<file path="src/logic/mbus_pkg.sv">
/*
 * Main bus map definitions
 * Widths, request struct, region and state encodings, address constants
 */
`default_nettype none

package mbus_pkg;

	// Bus widths
	typedef logic [22:0] word_addr_t;
	typedef logic [15:0] data_t;
	typedef logic [1:0]  byte_en_t;
	typedef logic [23:0] rom_words_t;
	typedef logic [4:0]  bank_t;

	// One captured master request
	typedef struct packed {
		word_addr_t addr;
		data_t      wdata;
		logic       rnw;
		byte_en_t   be;
	} mbus_req_t;

	typedef enum logic [2:0] {
		TGT_ROM,
		TGT_SRAM,
		TGT_WRAM,
		TGT_BANK,
		TGT_ZERO,
		TGT_OPEN
	} target_e;

	typedef enum logic [2:0] {
		SEQ_IDLE,
		SEQ_SELECT,
		SEQ_MEM,
		SEQ_ROM,
		SEQ_FINISH
	} seq_state_e;

	localparam data_t      OPEN_BUS_INIT        = 16'h4E71;
	localparam rom_words_t BANK_THRESHOLD_WORDS = 24'h100000;
	localparam int         BANK_REG_COUNT       = 8;

	// Word addresses, byte address shifted right by one
	localparam word_addr_t ROM_WINDOW_END_W = 23'h500000;
	localparam word_addr_t SRAM_BASE_W      = 23'h100000;
	localparam word_addr_t SRAM_END_W       = 23'h1C0000;
	localparam word_addr_t SRAM_OVR_END_W   = 23'h200000;
	localparam logic [15:0] BANK_PAGE       = 16'hA130;
	localparam word_addr_t WRAM_BASE_W      = 23'h700000;

endpackage

`default_nettype wire

</file>
<file path="src/logic/mbus_decoder.sv">
/*
 * Main bus address decoder
 * Classifies the captured request into one target region
 */
`default_nettype none

module mbus_decoder (
	input  wire mbus_pkg::mbus_req_t  cur_req,
	input  wire                       bank_sram,
	input  wire mbus_pkg::rom_words_t rom_size,
	output mbus_pkg::target_e         target
);

	logic in_rom_window;
	logic in_rom_image;
	logic in_sram;
	logic in_sram_ovr;
	logic in_bank_page;
	logic in_wram;

	// Region compares on the word address
	assign in_rom_window = cur_req.addr < mbus_pkg::ROM_WINDOW_END_W;
	assign in_rom_image  = {1'b0, cur_req.addr} < rom_size;
	assign in_sram       = cur_req.addr >= mbus_pkg::SRAM_BASE_W &&
	                       cur_req.addr < mbus_pkg::SRAM_END_W;
	assign in_sram_ovr   = cur_req.addr >= mbus_pkg::SRAM_BASE_W &&
	                       cur_req.addr < mbus_pkg::SRAM_OVR_END_W;
	assign in_bank_page  = cur_req.addr[22:7] == mbus_pkg::BANK_PAGE;
	assign in_wram       = cur_req.addr >= mbus_pkg::WRAM_BASE_W;

	always_comb begin
		if (in_rom_window) begin
			// Enabled save RAM wins over the ROM image
			if (bank_sram && in_sram_ovr)
				target = mbus_pkg::TGT_SRAM;
			else if (!cur_req.rnw)
				target = mbus_pkg::TGT_ZERO;
			else if (in_rom_image)
				target = mbus_pkg::TGT_ROM;
			else if (in_sram)
				target = mbus_pkg::TGT_SRAM;
			else
				target = mbus_pkg::TGT_ZERO;
		end else if (in_bank_page) begin
			target = cur_req.rnw ? mbus_pkg::TGT_OPEN : mbus_pkg::TGT_BANK;
		end else if (in_wram) begin
			target = mbus_pkg::TGT_WRAM;
		end else begin
			target = mbus_pkg::TGT_OPEN;
		end
	end

endmodule

`default_nettype wire

</file>
<file path="config.mk">
export PLATFORM = sky130hd
export DESIGN_NAME = mbus_decoder
export DESIGN_NICKNAME = d
export VERILOG_FILES = /design/src/logic/mbus_pkg.sv /design/src/logic/mbus_decoder.sv
export SDC_FILE = /design/constraint.sdc
export NUM_CORES = 1
export LEC_CHECK = 0
export BUFFER_PORTS_ARGS = -buffer_cell sky130_fd_sc_hd__buf_2
export CAP_MARGIN = 20
export CORE_MARGIN = 3
export CORE_UTILIZATION = 35
export DETAILED_ROUTE_END_ITERATION = 10
export PLACE_DENSITY = 0.9
export RECOVER_POWER = 25
export SETUP_SLACK_MARGIN = 0.02
export SLEW_MARGIN = 10
export SYNTH_ARGS = -nofsm -noshare
export SYNTH_HDL_FRONTEND = slang
export SYNTH_SLANG_ARGS = --single-unit
</file>
<file path="constraint.sdc">
create_clock -name vclk -period 1.75
set_input_delay 0.175 -clock vclk [all_inputs]
set_output_delay 0.175 -clock vclk [all_outputs]
set_load 0.05 [all_outputs]
</file>
==> impl_metrics.yaml <==
power_and_ir_drop:
  power.density_cell_area_nw_per_um2: 245
  overall_power_of_the_completed_layout_mw: 0.323
  p_leak_nw: 0.680
  ir_drop_v: 0.000131
route:
  detailedRoute.firstIterationViolations: 11
  detail-route-antenna-nets: 0
  dr.pass1.iters: 4
  detail_route.wl_per_cell_microns: 12.5
  post-route-drc-count: 0
  route.final.wire_length_microns: 2310
  dr_vias: 939
  route.detailed.vias_per_inst: 5.10
logic_synthesis:
  synthDominantCellAreaShare_pct: 39.9
  synth_top_cell_by_area: "sky130_fd_sc_hd__ha_1"
  post-synth-top-count-cell: "sky130_fd_sc_hd__inv_1"
  synthesis.instances: 97
  synth.yosys.seq_area_share_pct: 0
  synthDistinctLibCells: 26
  synth_cell_count_leaders: "23 x sky130_fd_sc_hd__inv_1, 22 x sky130_fd_sc_hd__ha_1, 9 x sky130_fd_sc_hd__a21oi_1"
  synth_warnings: 0
  synth.cell_area_sq_um: 689
  synth.top_cells.by_area: "sky130_fd_sc_hd__ha_1 40%, sky130_fd_sc_hd__inv_1 13%, sky130_fd_sc_hd__a21oi_1 6.5%"
  syn_area_per_cell_sq_um: 7.11
  postSynthNetCount: 186
die:
  io_pins: 70
  core_sq_um: 1800
  rows: 15
  design.die.area_sq_um: 2540
  initial_utilization_pct: 38.3
  die_width_microns: 50.4
  die_height_microns: 50.4
grt:
  grt_first_pass_wirelength_microns: 3810
  grt.overflow.total: 0
  antenna_violations_before_repair: 0
  grt_pass1_vias: 965
  grt_usage_pct: 18.5
  pin_count_of_the_biggest_net_entering_global_routing: 6
final_layout:
  num-clock-buffers: 0
  post-route-cell-area_sq_um: 1320
  antenna_cells_inserted: 0
  sequential_cell_total: 0
  instances_no_fill: 184
  regArea_sq_um: 0
  syn2layout_area_growth_pct: 91.7
  final_net_count: 250
  layout_cell_share_with_drive_strength_beyond_1_pct: 56.6
  final.fill_count: 142
status:
  outcome: "finished, violations left"
  violations: "setup timing"
timing:
  relSlewSlack_pct: 77.4
  timing.final.hold_violations: 0
  tightest_slew_ps: 335
  max_freq_mhz: 517
  slew_violations: 0
  setup_violations_final: 2
  timing.hold.ws_ps: 733
  unrepaired_setup_endpoints_after_global_routing: "true"
  fraction_of_the_cycle_the_final_worst_path_needs_pct: 111
  period_minus_slack_ps: 1940
  setup_ws_ps: -185
worst_setup_path:
  worst_ep_required_time_ps: 1570
  cp-end-kind: "output port"
  timing.critical_path.from_type: "input port"
  critPathKind: "in2out"
  cpPeakStageDelay_ps: 380
  slowest_stage: "sky130_fd_sc_hd__a222oi_1"
  cp_data_arrival_time_ps: 1760
  cp_max_fo: 2
  critical_path.cell_chain: "buf_6 > inv_4 > ha_4 > a21o_1 > a21o_1 > a222oi_1 > o311a_4 > a311oi_4 > buf_6"
min_path:
  holdCritStartpoint: "cur_req[2]"
  hold-path-cell-count: 3
  holdCritPathClass: "in2out"
  holdPathEnd: "target[2]"
placed_design:
  buffer_ports.inserted: 52
  preCtsSetupSlack_ps: -312
  area_of_placed_instances_sq_um: 1200
  hpwl_microns: 2040
  placed_cells_incl_taps: 184
  final_wtd_congestion: 0.795
run:
  drv.max_cap_violation_count: 0
cts:
  buffers_inserted_by_post_cts_timing_repair: 0
## area by class of cell
cell class	instances	area, sq um	area share (%)
inverters	23	109	8.24
multi-input cells	74	791	59.8
well taps	25	31.3	2.37
repair buffers	62	390	29.5
## cell families after synthesis
family	share of synthesized area [%]
adder cells (fa/ha/maj)	39.9
buffers and inverters	12.5
AND/OR/NAND/NOR	22.9
AO/OA/AOI/OAI	24.7
## worst max-delay path by stage
stage / startpoint / to / slack [ps] / depth (start not counted)
2_1_floorplan: rom_size[18] / target[2] / -80 / 7
3_3_place_gp: rom_size[18] / target[2] / -240 / 9
6_report: rom_size[21] / target[2] / -190 / 9
3_5_place_dp: rom_size[18] / target[2] / -310 / 9
5_1_grt: rom_size[21] / target[2] / -260 / 9
4_1_cts: cur_req[40] / target[2] / -190 / 8
## metal layers
| layer | vias up | routed length (microns) | share of wire [%] | global-route usage [%] |
|---|---|---|---|---|
| met2 | 37 | 1280 | 56 | 39.6 |
| met4 | 0 | 7 | 0.30 | 0.897 |
| met3 | 2 | 154 | 6.7 | 2.08 |
| li1 | 476 | - | - | - |
| met5 | - | 0 | 0 | 0 |
| met1 | 424 | 862 | 37 | 19.5 |
## per-stage QoR
step | utilization, % | setup TNS [ps]
final | 73.3 | -326
after global routing | 73.3 | -475
after CTS | 72.2 | -332
after floorplan | - | -96.6
after global placement | 66.5 | -431
after detailed placement | 66.5 | -551
## worst max-delay path, delay by kind of cell
family	cells	cell delay, ps
buffers and inverters	3	320
adder cells (fa/ha/maj)	1	200
AO/OA/AOI/OAI	5	1070
## where the power goes
part           total, mW  internal (mW)  switching [mW]
Sequential             0              0               0
Clock                  0              0               0
Combinational      0.323          0.171           0.153
## what timing repair did
item	CTS	global route
pin swaps	12	7
cloned	0	0
resized for setup	21	4
endpoints found under the setup margin	3	3
hold buffers	0	0
## layout by cell type (no fill, tap or decap), drive strengths merged, types with 2 or more instances in the layout
master	count
a21o	2
a21oi	9
buf	61
ha	22
inv	23
nand2	7
nand2b	2
nand3	2
nand4	2
nor2	4
nor3b	2
nor4	2
o211ai	2
o21ai	6
(Power assumes the default switching activity.)
