--- src/logic/mbus_pkg.sv ---
/*
 * Main bus map definitions
 * Widths, request struct, region and state encodings, address constants
 */
`default_nettype none

package mbus_pkg;

	// Bus widths
	typedef logic [22:0] word_addr_t;
	typedef logic [15:0] data_t;
	typedef logic [1:0]  byte_en_t;
	typedef logic [23:0] rom_words_t;
	typedef logic [4:0]  bank_t;

	// One captured master request
	typedef struct packed {
		word_addr_t addr;
		data_t      wdata;
		logic       rnw;
		byte_en_t   be;
	} mbus_req_t;

	typedef enum logic [2:0] {
		TGT_ROM,
		TGT_SRAM,
		TGT_WRAM,
		TGT_BANK,
		TGT_ZERO,
		TGT_OPEN
	} target_e;

	typedef enum logic [2:0] {
		SEQ_IDLE,
		SEQ_SELECT,
		SEQ_MEM,
		SEQ_ROM,
		SEQ_FINISH
	} seq_state_e;

	localparam data_t      OPEN_BUS_INIT        = 16'h4E71;
	localparam rom_words_t BANK_THRESHOLD_WORDS = 24'h100000;
	localparam int         BANK_REG_COUNT       = 8;

	// Word addresses, byte address shifted right by one
	localparam word_addr_t ROM_WINDOW_END_W = 23'h500000;
	localparam word_addr_t SRAM_BASE_W      = 23'h100000;
	localparam word_addr_t SRAM_END_W       = 23'h1C0000;
	localparam word_addr_t SRAM_OVR_END_W   = 23'h200000;
	localparam logic [15:0] BANK_PAGE       = 16'hA130;
	localparam word_addr_t WRAM_BASE_W      = 23'h700000;

endpackage

`default_nettype wire

--- src/logic/cart_bank_regs.sv ---
/*
 * Cartridge mapper registers
 * Bank select, save RAM enable and ROM address translation
 */
`default_nettype none

module cart_bank_regs (
	input  wire                       MCLK,
	input  wire                       reset,
	input  wire mbus_pkg::mbus_req_t  cur_req,
	input  wire                       bank_wr,
	input  wire mbus_pkg::rom_words_t rom_size,
	output logic                      bank_sram,
	output mbus_pkg::word_addr_t      rom_addr
);

	mbus_pkg::bank_t bank_reg [mbus_pkg::BANK_REG_COUNT];
	logic            bank_rom;
	logic            large_rom;
	logic [2:0]      reg_idx;

	assign large_rom = rom_size > mbus_pkg::BANK_THRESHOLD_WORDS;
	assign reg_idx   = cur_req.addr[2:0];

	always_ff @(posedge MCLK) begin
		if (reset) begin
			bank_rom  <= 1'b0;
			bank_sram <= 1'b0;
			// Identity mapping out of reset
			for (int i = 0; i < mbus_pkg::BANK_REG_COUNT; i++)
				bank_reg[i] <= mbus_pkg::bank_t'(i);
		end else if (bank_wr) begin
			if (large_rom && reg_idx != 3'd0) begin
				bank_rom          <= 1'b1;
				bank_reg[reg_idx] <= cur_req.wdata[4:0];
			end else begin
				// Index 0, or any index on small carts
				bank_sram <= cur_req.wdata[0];
			end
		end
	end

	// 512 KB windows picked by bits 20:18 of the word address
	assign rom_addr = bank_rom ? {bank_reg[cur_req.addr[20:18]], cur_req.addr[17:0]}
	                           : cur_req.addr;

endmodule

`default_nettype wire

--- config.mk ---
export PLATFORM = sky130hd
export DESIGN_NAME = cart_bank_regs
export DESIGN_NICKNAME = d
export VERILOG_FILES = /design/src/logic/mbus_pkg.sv /design/src/logic/cart_bank_regs.sv
export SDC_FILE = /design/constraint.sdc
export NUM_CORES = 1
export LEC_CHECK = 0
export CELL_PAD_IN_SITES_DETAIL_PLACEMENT = 0
export CELL_PAD_IN_SITES_GLOBAL_PLACEMENT = 1
export CORE_UTILIZATION = 25
export DETAILED_ROUTE_END_ITERATION = 7
export DONT_BUFFER_PORTS = 1
export PLACE_DENSITY = 0.42
export SYNTH_ARGS = -nofsm -noshare
export SYNTH_HDL_FRONTEND = slang
export SYNTH_SLANG_ARGS = --single-unit
export TNS_END_PERCENT = 1
--- constraint.sdc ---
create_clock -name MCLK -period 2.07 [get_ports MCLK]
set_input_delay 0.414 -clock MCLK [delete_from_list [all_inputs] [get_ports MCLK]]
set_output_delay 0.414 -clock MCLK [all_outputs]
set_load 0.01 [all_outputs]
==> impl_metrics.ini, run 1 <==
[critical_path]
cp-start-kind = flip-flop
crit_top_cell = o21ai_0
path_max_fanout = 1
max_stage_delay_ps = 490
cp.arrival_ps = 1520
rr_startpoint = bank_rom
cp.required_ps = 1660
worstRegToRegCells = 2
slowest_stage = mux4_2
crit_path_end_kind = output pin
r2r-end = bank_rom
crit_path_cell_trace = mux4_2 -> o21ai_0 -> o21ai_0
rrSetupSlack_ps = 1250
worstSetupPathType = flip-flop to output pin

[hold_path]
min_path_cells = 1
hold_path_end = bank_rom
hold_class = primary input to flip-flop
hold_path.startpoint = reset

[global_route]
busiest_layer = met2
gr-usage-met2_pct = 19.4
grt_max_degree = 26
grt_pass1_vias = 1487
grt_usage_pct = 12.4
gr-usage-met3_pct = 3.58
grt_util_met1_pct = 15.7
grt.overflow.total = 0
grt_pass1_wl_mm = 8.69
antenna_found_initial = 0

[clock_tree]
cts_htree_levels = 2
cts_tree = done
post_cts_resized = 0
clk_pin_slew_ps = 80
postCtsSetupRepairBufs = 0
clock_latency_ps = 290
clockBufferDepth = 2
cts_sinks = 42
numCtsBuffers = 5
ctsHoldBuffers = 0
root_buffer = clkbuf_8

[pwr]
p_leak_nw = 0.750
cellPowerDensity_nw_per_um2 = 685
max-vdd-ir-drop_mv = 0.211

[sta]
min_period_ps = 1930
setup_viol = 0
clock_skew_ps = 0
max_freq_mhz = 518
rsz0062_at_grt = false
slew_viol_final = 0
min_period_over_period_pct = 93.3
hold_viol = 0
setup_tns_ps = 0

[finish]
antenna_cells = 0
drive_above_1_share_pct = 23.4
fin_util_pct = 26.9
nets = 235
n_fill_cell = 959
largest_reg_flops = 40
syn2layout_area_growth_pct = 4.58
multi_input_area_um2 = 968
seq_area_um2 = 1240

[placed_design]
dp.final_hpwl_mm = 4.13
place.gp.congestion = 0.725
portBuffers = 0

[synthesis]
ys_seq_elements = 42
yosys_warnings = 0
synth_area_per_cell_um2 = 13.3
synthTopCellsByCount = edfxtp_1 (40), nor2_1 (21), buf_4 (19)
syn_area_um2 = 2370
synth_cell_types = 40
synth_top_area_share_pct = 50.6
ys_seq_area_share_pct = 52.3
synthFlopType = edfxtp_1
syn-instance-count = 179
synth_edf_count = 40
synthTopCellsByArea = edfxtp_1 (51%), mux4_2 (9.5%), buf_4 (6.0%)
yosys.cell_count.top_type = edfxtp_1
synth_top_area_cell = edfxtp_1
async_flop_share_pct = 0

[flow_run]
maxCapViolCount = 0

[routing]
routed-via-count = 1428
drc = 0
viasPerCell = 4.82
totalWireLength_mm = 5.83
final_antenna_net_count = 0
drt_iter0_markers = 47
drt_first_pass_iters = 4
post_drt_wl_per_cell_um = 19.7

[floorplanning]
fp.dieArea_um2 = 9890
coreArea_um2 = 9240
die_x_um = 99.5
die_y_um = 99.5
rows = 35
ios = 93
start_util_pct = 25.7

[status]
outcome = completed
## where the power goes
group,total (mW),switching (mW),internal (mW)
clock,0.521,0.283,0.238
combinational,0.176,0.0953,0.0809
sequential,1.00,0.0166,0.986
total,1.70,0.395,1.31
## final cells by class
| cell class | instances | share of cell area, % |
|---|---|---|
| Sequential cell | 42 | 50.0 |
| Multi-Input combinational cell | 113 | 39.0 |
| Tap cell | 129 | 6.50 |
| Clock buffer | 6 | 2.92 |
| Timing Repair Buffer | 3 | 0.907 |
| Clock inverter | 2 | 0.554 |
| Inverter | 1 | 0.151 |
## critical path: cells and delay by family (launching register included)
family,cells,cell delay [ps]
flip-flops,1,390
multiplexers,1,490
AO/OA/AOI/OAI,2,350
## worst max-delay path by stage
stage | cells after the start | startpoint | to
2_1_floorplan | 4 | cur_req[37] | rom_addr[19]
3_3_place_gp | 4 | rom_size[13] | bank_reg[5][1]
3_5_place_dp | 4 | rom_size[13] | bank_reg[3][4]
4_1_cts | 3 | bank_reg[7][2] | rom_addr[20]
5_1_grt | 3 | bank_reg[7][0] | rom_addr[18]
6_report | 3 | bank_reg[7][2] | rom_addr[20]
## logic make-up (layout without fill, tap and decap cells)
kind of cell	count (synthesis)	after routing	synth area share, %
compound gates	23	23	9.06
buf+inv	28	12	7.59
flops	42	42	52.3
mux	13	13	10.7
other cells	1	5	0.158
simple gates	72	72	20.2
## routing by layer
metal,vias up,share of wire [%]
met2,67,44
met3,29,7.3
met1,695,45
met4,0,3.8
li1,637,-
met5,-,0
## cell usage in the layout, fill, tap and decap left out, types with 2 or more instances in the layout
master     instances
o21ai_1            2
nor4_1             5
a31o_2             2
nor3b_1            2
a41o_1             4
dfxtp_1            2
edfxtp_1          40
nor3_1             2
clkbuf_8           5
nor4_4             2
o21ai_0            7
or3b_1             4
nand2_1            7
nand2b_1           8
o2111ai_4          2
mux4_2            10
nor2_1            21
buf_4              3
conb_1             5
nand4_1            3
a21oi_1            2
and2b_2            3
or3_1              4
mux2i_1            3
nor2b_1            2
## through the flow
step	setup slack, ps	cells	total power, mW	instance area [um^2]	hold slack (ps)
global route	34.4	296	1.77	2480	210
global placement	129	288	1.20	2400	512
CTS	110	296	1.72	2480	219
floorplan	206	183	1.21	2390	493
detailed placement	90.8	288	1.20	2400	520
finish	138	296	1.70	2480	230
No activity file was read; power rests on OpenSTA's default activity.
==> inputs of run 2 (changes only) <==
--- a/config.mk
+++ b/config.mk
@@ -7,10 +7,10 @@
 export LEC_CHECK = 0
 export CELL_PAD_IN_SITES_DETAIL_PLACEMENT = 0
 export CELL_PAD_IN_SITES_GLOBAL_PLACEMENT = 1
-export CORE_UTILIZATION = 25
+export CORE_UTILIZATION = 49
 export DETAILED_ROUTE_END_ITERATION = 7
 export DONT_BUFFER_PORTS = 1
-export PLACE_DENSITY = 0.42
+export PLACE_DENSITY = 0.75
 export SYNTH_ARGS = -nofsm -noshare
 export SYNTH_HDL_FRONTEND = slang
 export SYNTH_SLANG_ARGS = --single-unit
==> impl_metrics.ini, run 2 (same netlist as run 1, synthesis figures left out) <==
[clock_tree]
cts_sinks = 42
clock_latency_ps = 280
cts_tree = done
numCtsBuffers = 5
ctsHoldBuffers = 0
postCtsSetupRepairBufs = 0
cts_htree_levels = 2
root_buffer = clkbuf_8
clockBufferDepth = 2
post_cts_resized = 0
clk_pin_slew_ps = 80

[sta]
setup_viol = 0
clock_skew_ps = 0
rsz0062_at_grt = false
hold_viol = 0
min_period_over_period_pct = 93.1
setup_tns_ps = 0
min_period_ps = 1930
slew_viol_final = 0
max_freq_mhz = 519

[pwr]
p_total_mw = 1.67
max-vdd-ir-drop_mv = 0.290
cellPowerDensity_nw_per_um2 = 700
p_leak_nw = 0.748

[critical_path]
max_stage_delay_ps = 450
cp.required_ps = 1660
cp-start-kind = flip-flop
crit_path_end_kind = output pin
crit_path_cell_trace = mux4_2 -> o21ai_0 -> o21ai_0
worstPathBufferInverterCount = 0
crit_top_cell = o21ai_0
cp.arrival_ps = 1510
worstRegToRegCells = 2
critPathTopFamily = multiplexers
worstSetupPathType = flip-flop to output pin
slowest_stage = mux4_2
path_max_fanout = 1
path_depth = 3

[finish]
fin_util_pct = 52.9
layout_commonest_cell = edfxtp_1
largest_reg_flops = 40
drive_above_1_share_pct = 22.8
final_cell_mix = edfxtp_1 (40), nor2_1 (21), mux4_2 (10)
syn2layout_area_growth_pct = 0.316
seq_area_um2 = 1240
antenna_cells = 0
stdcell_area_um2 = 2380
n_fill_cell = 400
nets = 235
multi_input_area_um2 = 968

[floorplanning]
die_x_um = 71.6
fp.dieArea_um2 = 5130
ios = 93
die_y_um = 71.6
rows = 24
coreArea_um2 = 4500
start_util_pct = 52.7

[global_route]
antenna_found_initial = 0
grt_max_degree = 26
grt_pass1_wl_mm = 7.54
grt_pass1_vias = 1510
grt.overflow.total = 0
grt_usage_pct = 20.2

[routing]
post_drt_wl_per_cell_um = 21.6
drt_first_pass_iters = 4
drc = 0
totalWireLength_mm = 4.73
final_antenna_net_count = 0
drt_iter0_markers = 97
routed-via-count = 1393
viasPerCell = 6.36

[placed_design]
portBuffers = 0
dp.final_hpwl_mm = 3.41
placed_cell_area_um2 = 2300
place.gp.congestion = 0.850

[flow_run]
maxCapViolCount = 0

[hold_path]
hold_class = primary input to flip-flop
min_path_cells = 0

[status]
outcome = completed
==> run 2: cell counts in the layout (fill, tap and decap cells not counted) <==
Identical to the previous run, type by type.
==> run 2: per-layer routing <==
layer / up-vias / routed length, um / GRT usage, %
met5: - / 0 / 0
met4: 0 / 119 / 8.93
met3: 24 / 397 / 5.49
met2: 74 / 2290 / 33.9
met1: 659 / 1920 / 24.7
li1: 636 / - / -
==> run 2: worst paths after layout <==
path	from	to	slack [ps]
setup reg to reg	bank_rom	bank_rom	1200
hold / removal	reset	bank_reg[0][0]	230
setup / recovery	bank_reg[1][0]	rom_addr[18]	140
hold reg to reg	bank_sram	bank_sram	530
==> run 2: worst reg2reg max path: stages, from the launching register on <==
cell,delay (ps)
dfxtp_1,460
inv_1,150
o22ai_1,190
==> run 2: final cells by class <==
| cell class | count | area share (%) |
|---|---|---|
| Inverter | 1 | 0.158 |
| Clock inverter | 2 | 0.368 |
| Timing Repair Buffer | 3 | 0.945 |
| Sequential cell | 42 | 52.1 |
| Clock buffer | 6 | 3.05 |
| Tap cell | 52 | 2.73 |
| Multi-Input combinational cell | 113 | 40.7 |
==> run 2: stage by stage <==
stage	instances	setup WS (ps)	hold slack, ps
finish	219	143	232
global route	219	2.70	215
CTS	219	142	224
detailed placement	211	144	519
global placement	211	165	508
floorplan	183	206	493
==> run 2: power breakdown <==
group	leakage, nW	switching, mW	internal, mW
combinational	0.298	0.0856	0.0805
sequential	0.407	0.0176	0.986
clock	0.0426	0.265	0.232
total	0.748	0.368	1.30
