<file path="src/logic/mbus_pkg.sv">
/*
 * Main bus map definitions
 * Widths, request struct, region and state encodings, address constants
 */
`default_nettype none

package mbus_pkg;

	// Bus widths
	typedef logic [22:0] word_addr_t;
	typedef logic [15:0] data_t;
	typedef logic [1:0]  byte_en_t;
	typedef logic [23:0] rom_words_t;
	typedef logic [4:0]  bank_t;

	// One captured master request
	typedef struct packed {
		word_addr_t addr;
		data_t      wdata;
		logic       rnw;
		byte_en_t   be;
	} mbus_req_t;

	typedef enum logic [2:0] {
		TGT_ROM,
		TGT_SRAM,
		TGT_WRAM,
		TGT_BANK,
		TGT_ZERO,
		TGT_OPEN
	} target_e;

	typedef enum logic [2:0] {
		SEQ_IDLE,
		SEQ_SELECT,
		SEQ_MEM,
		SEQ_ROM,
		SEQ_FINISH
	} seq_state_e;

	localparam data_t      OPEN_BUS_INIT        = 16'h4E71;
	localparam rom_words_t BANK_THRESHOLD_WORDS = 24'h100000;
	localparam int         BANK_REG_COUNT       = 8;

	// Word addresses, byte address shifted right by one
	localparam word_addr_t ROM_WINDOW_END_W = 23'h500000;
	localparam word_addr_t SRAM_BASE_W      = 23'h100000;
	localparam word_addr_t SRAM_END_W       = 23'h1C0000;
	localparam word_addr_t SRAM_OVR_END_W   = 23'h200000;
	localparam logic [15:0] BANK_PAGE       = 16'hA130;
	localparam word_addr_t WRAM_BASE_W      = 23'h700000;

endpackage

`default_nettype wire

</file>
<file path="src/logic/mbus_sequencer.sv">
/*
 * Main bus sequencer
 * Runs one transaction at a time from request capture to response handshake
 */
`default_nettype none

module mbus_sequencer (
	input  wire                      MCLK,
	input  wire                      reset,
	input  wire mbus_pkg::mbus_req_t req,
	input  wire                      req_valid,
	output logic                     req_ready,
	output mbus_pkg::data_t          rsp_data,
	output logic                     rsp_valid,
	input  wire                      rsp_ready,
	output mbus_pkg::mbus_req_t      cur_req,
	input  wire mbus_pkg::target_e   target,
	output logic                     bank_wr,
	output mbus_pkg::byte_en_t       wram_we,
	output logic                     sram_we,
	input  wire mbus_pkg::data_t     wram_q,
	input  wire [7:0]                sram_q,
	output logic                     rom_req,
	input  wire                      rom_ack,
	input  wire mbus_pkg::data_t     rom_data
);

	mbus_pkg::seq_state_e state;
	mbus_pkg::data_t      open_bus;
	mbus_pkg::data_t      mem_rdata;
	logic                 is_write;
	logic                 rom_done;

	assign is_write  = ~cur_req.rnw;
	assign rom_done  = (rom_ack == rom_req);
	assign req_ready = (state == mbus_pkg::SEQ_IDLE);
	assign rsp_valid = (state == mbus_pkg::SEQ_FINISH);

	// Save RAM byte shows up in both halves
	assign mem_rdata = (target == mbus_pkg::TGT_SRAM) ? {sram_q, sram_q} : wram_q;

	// Write strobes fire in the select cycle only
	always_comb begin
		bank_wr = 1'b0;
		wram_we = '0;
		sram_we = 1'b0;
		if (state == mbus_pkg::SEQ_SELECT && is_write) begin
			case (target)
				mbus_pkg::TGT_WRAM: wram_we = cur_req.be;
				mbus_pkg::TGT_SRAM: sram_we = 1'b1;
				mbus_pkg::TGT_BANK: bank_wr = 1'b1;
				default: ;
			endcase
		end
	end

	// ------------------------------------------------------------------------
	// Bus FSM
	// ------------------------------------------------------------------------
	always_ff @(posedge MCLK) begin
		if (reset) begin
			state    <= mbus_pkg::SEQ_IDLE;
			open_bus <= mbus_pkg::OPEN_BUS_INIT;
			rom_req  <= 1'b0;
		end else begin
			case (state)
				mbus_pkg::SEQ_IDLE: begin
					if (req_valid)
						state <= mbus_pkg::SEQ_SELECT;
				end
				mbus_pkg::SEQ_SELECT: begin
					case (target)
						mbus_pkg::TGT_ROM: begin
							// Toggle starts the external read
							rom_req <= ~rom_req;
							state   <= mbus_pkg::SEQ_ROM;
						end
						mbus_pkg::TGT_WRAM, mbus_pkg::TGT_SRAM: begin
							if (is_write)
								state <= mbus_pkg::SEQ_FINISH;
							else
								state <= mbus_pkg::SEQ_MEM;
						end
						default: state <= mbus_pkg::SEQ_FINISH;
					endcase
				end
				mbus_pkg::SEQ_MEM: begin
					open_bus <= mem_rdata;
					state    <= mbus_pkg::SEQ_FINISH;
				end
				mbus_pkg::SEQ_ROM: begin
					if (rom_done) begin
						open_bus <= rom_data;
						state    <= mbus_pkg::SEQ_FINISH;
					end
				end
				mbus_pkg::SEQ_FINISH: begin
					// Held here while the master stalls
					if (rsp_ready)
						state <= mbus_pkg::SEQ_IDLE;
				end
				default: state <= mbus_pkg::SEQ_IDLE;
			endcase
		end
	end

	// Request capture and response data
	always_ff @(posedge MCLK) begin
		if (req_valid && req_ready)
			cur_req <= req;
		case (state)
			mbus_pkg::SEQ_SELECT: begin
				if (target == mbus_pkg::TGT_ZERO)
					rsp_data <= '0;
				else if (target == mbus_pkg::TGT_OPEN)
					rsp_data <= open_bus;
			end
			mbus_pkg::SEQ_MEM: rsp_data <= mem_rdata;
			mbus_pkg::SEQ_ROM: begin
				if (rom_done)
					rsp_data <= rom_data;
			end
			default: ;
		endcase
	end

endmodule

`default_nettype wire

</file>
<file path="config.mk">
export PLATFORM = sky130hd
export DESIGN_NAME = mbus_sequencer
export DESIGN_NICKNAME = d
export VERILOG_FILES = /design/src/logic/mbus_pkg.sv /design/src/logic/mbus_sequencer.sv
export SDC_FILE = /design/constraint.sdc
export NUM_CORES = 1
export LEC_CHECK = 0
export ABC_AREA = 1
export BUFFER_PORTS_ARGS = -buffer_cell sky130_fd_sc_hd__buf_2
export CAP_MARGIN = 20
export CORE_MARGIN = 10
export CORE_UTILIZATION = 47
export DETAILED_ROUTE_END_ITERATION = 12
export PLACE_DENSITY_LB_ADDON = 0.12
export SYNTH_ARGS = -nofsm -noshare
export SYNTH_HDL_FRONTEND = slang
export SYNTH_SLANG_ARGS = --single-unit
</file>
<file path="constraint.sdc">
create_clock -name MCLK -period 5.3 [get_ports MCLK]
set_clock_uncertainty 0.1 [all_clocks]
set_input_delay 0 -clock MCLK [delete_from_list [all_inputs] [get_ports MCLK]]
set_output_delay 0 -clock MCLK [all_outputs]
set_load 0.005 [all_outputs]
</file>
==> results of run 1 <==
[area by class of cell]
class / count / area (um^2) / area share [%]
clock buffer: 9 / 123.9 / 2.243
clock inverter: 7 / 58.81 / 1.065
inverter: 47 / 176.4 / 3.194
multi-input combinational: 236 / 1151 / 20.84
sequential: 78 / 2142 / 38.79
tap: 99 / 123.9 / 2.243
timing repair buffer: 252 / 1747 / 31.63
[worst reg2reg max path, stage by stage (launching register included)]
cell           delay (ps)
dfxtp_1               500
nor2_4                100
nand2_4               480
nor2_1                140
a21oi_1               160
dlygate4sd3_1         580
nand2_1                50
[cells by family after synthesis]
group	count (synthesis)	synth area share [%]
AOI/OAI and AO/OA	32	4.673
buffers and inverters	61	7.660
and+or+nand+nor	204	27.51
DFF	78	60.15
[power groups by stage]
stage | registers [mW] | logic (mW) | clock network [mW]
final | 0.753 | 0.288 | 0.413
after global routing | 0.758 | 0.318 | 0.447
after CTS | 0.752 | 0.287 | 0.424
after detailed placement | 0.766 | 0.234 | 0
after global placement | 0.764 | 0.229 | 0
after floorplan | 0.778 | 0.109 | 0
[cells in the mapped netlist]
cell	number
nand2_1	120
nor4_2	1
nand2_2	2
nor3_1	1
o21a_1	1
nand4_1	8
inv_2	4
clkinv_1	1
inv_1	42
dfxtp_1	20
nand2_4	1
buf_2	10
buf_6	2
nor2_1	26
a21oi_2	1
edfxtp_1	58
clkbuf_1	1
nand3_1	25
nor2_4	17
a21oi_1	27
o21ai_0	3
or2_4	1
buf_12	1
nor3b_1	2
[placed cells by master (no fill, tap or decap), types with 2 or more instances in the layout]
| master | Yosys | routed |
|---|---|---|
| a21oi_1 | 27 | 27 |
| buf_2 | 10 | 154 |
| buf_4 | 0 | 2 |
| clkbuf_8 | 0 | 9 |
| clkinv_4 | 0 | 3 |
| dfxtp_1 | 20 | 20 |
| dlygate4sd3_1 | 0 | 96 |
| edfxtp_1 | 58 | 58 |
| inv_1 | 42 | 42 |
| inv_2 | 4 | 4 |
| nand2_1 | 120 | 120 |
| nand2_2 | 2 | 2 |
| nand3_1 | 25 | 25 |
| nand4_1 | 8 | 8 |
| nor2_1 | 26 | 26 |
| nor2_4 | 17 | 17 |
| nor3b_1 | 2 | 2 |
| o21ai_0 | 3 | 2 |
[metal layers]
layer	routed length, um	vias up	global-route usage (%)
li1	-	1710	-
met1	4342	1581	20.24
met2	5686	166	33.68
met3	919	32	5.689
met4	357	0	11.32
met5	0	-	0
[through the flow]
stage	hold WS (ps)	setup WS, ps	area, um^2	cells
after detailed placement	78.52	3377	4379	616
after global routing	52.60	2723	5523	728
after global placement	76.93	3438	4379	616
after floorplan	-73.51	1259	3561	375
final	20.59	2872	5523	728
after CTS	0.1621	2924	5523	728
[registers in the layout (all words and copies together) (netlist names)]
signal	count
cur_req	42
open_bus	16
rom_req	1
rsp_data	16
state	3
[worst max path at each step]
stage | start | depth (start not counted) | to | slack [ps]
floorplan | state[1] | 3 | cur_req[0] | 1260
global placement | state[1] | 5 | rsp_data[7] | 3440
detailed placement | state[1] | 5 | rsp_data[7] | 3380
CTS | target[1] | 9 | open_bus[13] | 2920
global route | target[1] | 9 | open_bus[8] | 2720
finish | target[1] | 9 | open_bus[2] | 2870
==> results.ini, run 1 <==
[outcome]
status = completed

[timing]
finalSetupTns_ps = 0
slew_violations = 0
fmax_mhz = 411.8
rsz0062_at_grt = false
min_period_ps = 2428
relSlewSlack_pct = 51.63
worst_pin_slew_ps = 723.5
finalHoldViolCount = 0
finalSetupViolCount = 0
post-route-period-util_pct = 45.81

[critical_path]
rrSetupSlack_ps = 2950
r2r-start = state[2]
critPathKind = input pin to flip-flop
r2r-end = rsp_data[0]
cpPeakStageDelay_ps = 610
reg2regPathDepth = 6
critical_path_arrival_ps = 2570
path_cells = buf_2, inv_1, nand3_1, nand2_1, nand2_1, dlygate4sd3_1, nand2_1, a21oi_1, dlygate4sd3_1
cp-start-kind = input pin
cp_top_family = buffers and inverters
path_buf_inv = 4
cp.required_ps = 5450
cp_slowest_cell = nand3_1
cp-end-kind = flip-flop
crit_path_frequent_cell = nand2_1
cp_max_fo = 20

[synthesis]
synth_cells = 375
synth.distinct_cells = 24
ys_seq_area_share_pct = 60.15
synth_nets = 465
syn_area_per_cell_um2 = 9.496
yosys_warnings = 0
syn_area_um2 = 3561
post-synth-top-area-fraction_pct = 48.91
ys_ff_latch = 78
synth_area_leader_cell = edfxtp_1
synth_area_leaders = edfxtp_1, nand2_1, dfxtp_1

[power_and_ir_drop]
power.total_mw = 1.455
power_frac_comb_pct = 19.8
swShare_pct = 28.25
seqPwrFrac_pct = 51.8
cellLeakagePower_nw = 2.728
powerDensity_nw_per_um2 = 263.4
vdd_ir_drop_max_mv = 0.1569
p_sw_uw = 411.0
p_int_mw = 1.044
clockPowerShare_pct = 28.4

[floorplan]
ios = 155
die_w_um = 107.0
coreArea_um2 = 7292
fp.dieArea_um2 = 11460
rows = 31
die_h_um = 107.0
initial_core_util_pct = 48.83

[drt]
drc = 0
wl_per_cell_um = 15.53
postRouteAntennaNets = 0
vias_per_cell = 4.793
totalWireLength_um = 11310
drt_first_pass_iters = 4
vias = 3489
drt_iter0_drc = 159

[cells_and_area]
synthToLayoutAreaGrowth_pct = 55.09
n_fill_cell = 529
nets = 714
drive_gt1_share_pct = 31.80
antenna_cells = 0
final_util_pct = 75.74

[flow_run]
maxCapViolCount = 0

[clock_tree]
clk-insertion-delay-late_ps = 360
clockBufferDepth = 2
cts_made_buffers = 9
cts.sink_count = 78
path_clk_slew_ps = 90
post_cts_resized = 0
clock-root-buffer = clkbuf_8
post_cts_buffers = 0
cts_max_level = 3
cts_tree = built
hold_buffers = 96

[placement]
port_buffers = 154
post-dp-hpwl_um = 7447
globalplace.congestion = 0.8505

[grt]
grt_antenna_before_repair = 0
track_usage_pct = 19.33
grt_pass1_vias = 3562
grt_max_degree = 43
grt_overflow = 0
grt_pass1_wl_um = 17620

[hold_path]
hold_start = req_valid
hold_end = state[0]
hold_depth = 5
min_path_type = input pin to flip-flop

Power figures use the tool's default switching activity.
==> run 2, diff against run 1 <==
clock period = 2.4 ns   (was 5.3 ns; I/O delays follow)
==> run 2 against run 1 <==
Compared with the run above:
- hold slack worse by 7.8 ps
- first-iteration DRC count is 43% higher
- non-clock buffer count is 3 lower
==> results.ini, run 2 (synthesis results as in run 1) <==
[cells_and_area]
synthToLayoutAreaGrowth_pct = 55.31
layout.cells.non_filler = 725
final_common_cell = buf_2
antenna_cells = 0
top_register = cur_req
n_fill_cell = 499
final_cell_mix = buf_2, nand2_1, dlygate4sd3_1, edfxtp_1, inv_1
nets = 711
largest_reg_flops = 42
top_regs = cur_req (42), open_bus (16), rsp_data (16)
final_util_pct = 75.84
postLayoutCellArea_um2 = 5530
drive_gt1_share_pct = 32.91

[timing]
timing.final.ws_setup_ps = 116.6
worst_pin_slew_ps = 637.4
finalHoldViolCount = 0
fmax_mhz = 438.0
rsz0062_at_grt = false
min_period_ps = 2283
relSlewSlack_pct = 57.25
post-route-period-util_pct = 95.14
finalSetupTns_ps = 0
finalSetupViolCount = 0
slew_violations = 0

[placement]
globalplace.congestion = 0.8387
place_inst = 619
post-dp-hpwl_um = 7490
port_buffers = 154
placed_area_um2 = 4412
pre_cts_ws_ps = 597.0

[power_and_ir_drop]
vdd_ir_drop_max_mv = 0.3905
power_frac_comb_pct = 19.6
p_sw_uw = 893.3
cellLeakagePower_nw = 2.706
swShare_pct = 27.08
p_int_mw = 2.405
clockPowerShare_pct = 29.8
seqPwrFrac_pct = 50.6
powerDensity_nw_per_um2 = 596.4

[clock_tree]
cts.sink_count = 78
cts_max_level = 3
clockBufferDepth = 2
clock-root-buffer = clkbuf_8
path_clk_slew_ps = 80
cts_tree = built
clk-insertion-delay-late_ps = 350
cts_made_buffers = 9

[drt]
drt_first_pass_iters = 4
wl_per_cell_um = 15.85
drc = 0
vias = 3399
postRouteAntennaNets = 0
drt_iter0_drc = 228
vias_per_cell = 4.688
totalWireLength_um = 11490

[critical_path]
cp-end-kind = flip-flop
cp-start-kind = flip-flop
critical_path_arrival_ps = 2290
cp_slowest_cell = dlygate4sd3_1
cpPeakStageDelay_ps = 560
critPathKind = flip-flop to flip-flop
crit_path_frequent_cell = nor2_4
cp.required_ps = 2410
cp_max_fo = 17
path_cells = nor2_4, inv_2, nor2_4, buf_12, a21oi_1, dlygate4sd3_1, nand2_1

[grt]
top_usage_layer = met2
grt_pass1_vias = 3472
track_usage_pct = 19.40
grt_overflow = 0
grt_pass1_wl_um = 17730
met1_usage_pct = 21.53
grt_antenna_before_repair = 0
grt_util_met3_pct = 5.629
grt_use_met2_pct = 34.82
grt_max_degree = 43

[outcome]
status = completed

[floorplan]
die_w_um = 107.0
rows = 31
coreArea_um2 = 7292
initial_core_util_pct = 48.83
fp.dieArea_um2 = 11460
die_h_um = 107.0
ios = 155

[hold_path]
min_path_type = input pin to flip-flop

[flow_run]
maxCapViolCount = 0

[run 2: changes by cell type in the layout (fill, tap and decap cells not counted), sizes merged]
cell,previous run,this run
bufinv,0,1
buf,156,161
clkbuf,9,10
clkinvlp,1,4
clkinv,5,1
dlygate4sd3,96,88
inv,48,47
[run 2: power groups by stage]
stage	registers, mW	clock network [mW]	logic, mW
2_1_floorplan	1.71	0	0.245
3_3_place_gp	1.69	0	0.515
3_5_place_dp	1.69	0	0.525
4_1_cts	1.66	1.00	0.635
5_1_grt	1.68	1.05	0.714
6_report	1.67	0.984	0.645
[run 2: what timing repair did]
action | 4_1_cts | 5_1_grt
endpoints found under the hold margin | 78 | 0
gates resized for setup | 0 | 2
setup buffers | 0 | 2
endpoints found under the setup margin | 0 | 2
hold buffers | 88 | 0
[run 2: critical path: cells and delay by family, from the launching register on]
family,cells,cell delay (ps)
AO/OA/AOI/OAI,1,140
flip-flops,1,530
AND/OR/NAND/NOR,3,230
buffers and inverters,3,1040
[run 2: area by class of cell]
type                       instances  area, um^2  area share (%)
clock inverter                     6       70.07           1.267
multi-input combinational        236        1170           21.15
tap                               99       123.9           2.240
inverter                          47       180.2           3.258
clock buffer                      10       127.6           2.308
sequential                        78        2142           38.73
timing repair buffer             249        1717           31.04
[run 2: layer usage]
metal,routed length (um),part of all wire (%),vias up
met1,4430,39,1531
met5,0,0,-
li1,-,-,1706
met4,145,1.3,0
met2,5904,51,148
met3,1012,8.8,14
[run 2: through the flow]
step                hold WS [ps]  total power [mW]
floorplan                 -73.51             1.957
global placement           76.76             2.204
detailed placement         78.45             2.220
global route               53.33             3.448
finish                     12.80             3.298
CTS                       0.3325             3.302
[run 2: final timing paths]
check                   start            to  slack, ps  depth (start not counted)
setup reg to reg     state[2]  rsp_data[10]        120                          7
hold / removal    rom_data[5]   open_bus[5]         10                          7
setup / recovery     state[2]  rsp_data[10]        120                          7
hold reg to reg   open_bus[2]   open_bus[2]        430                          4
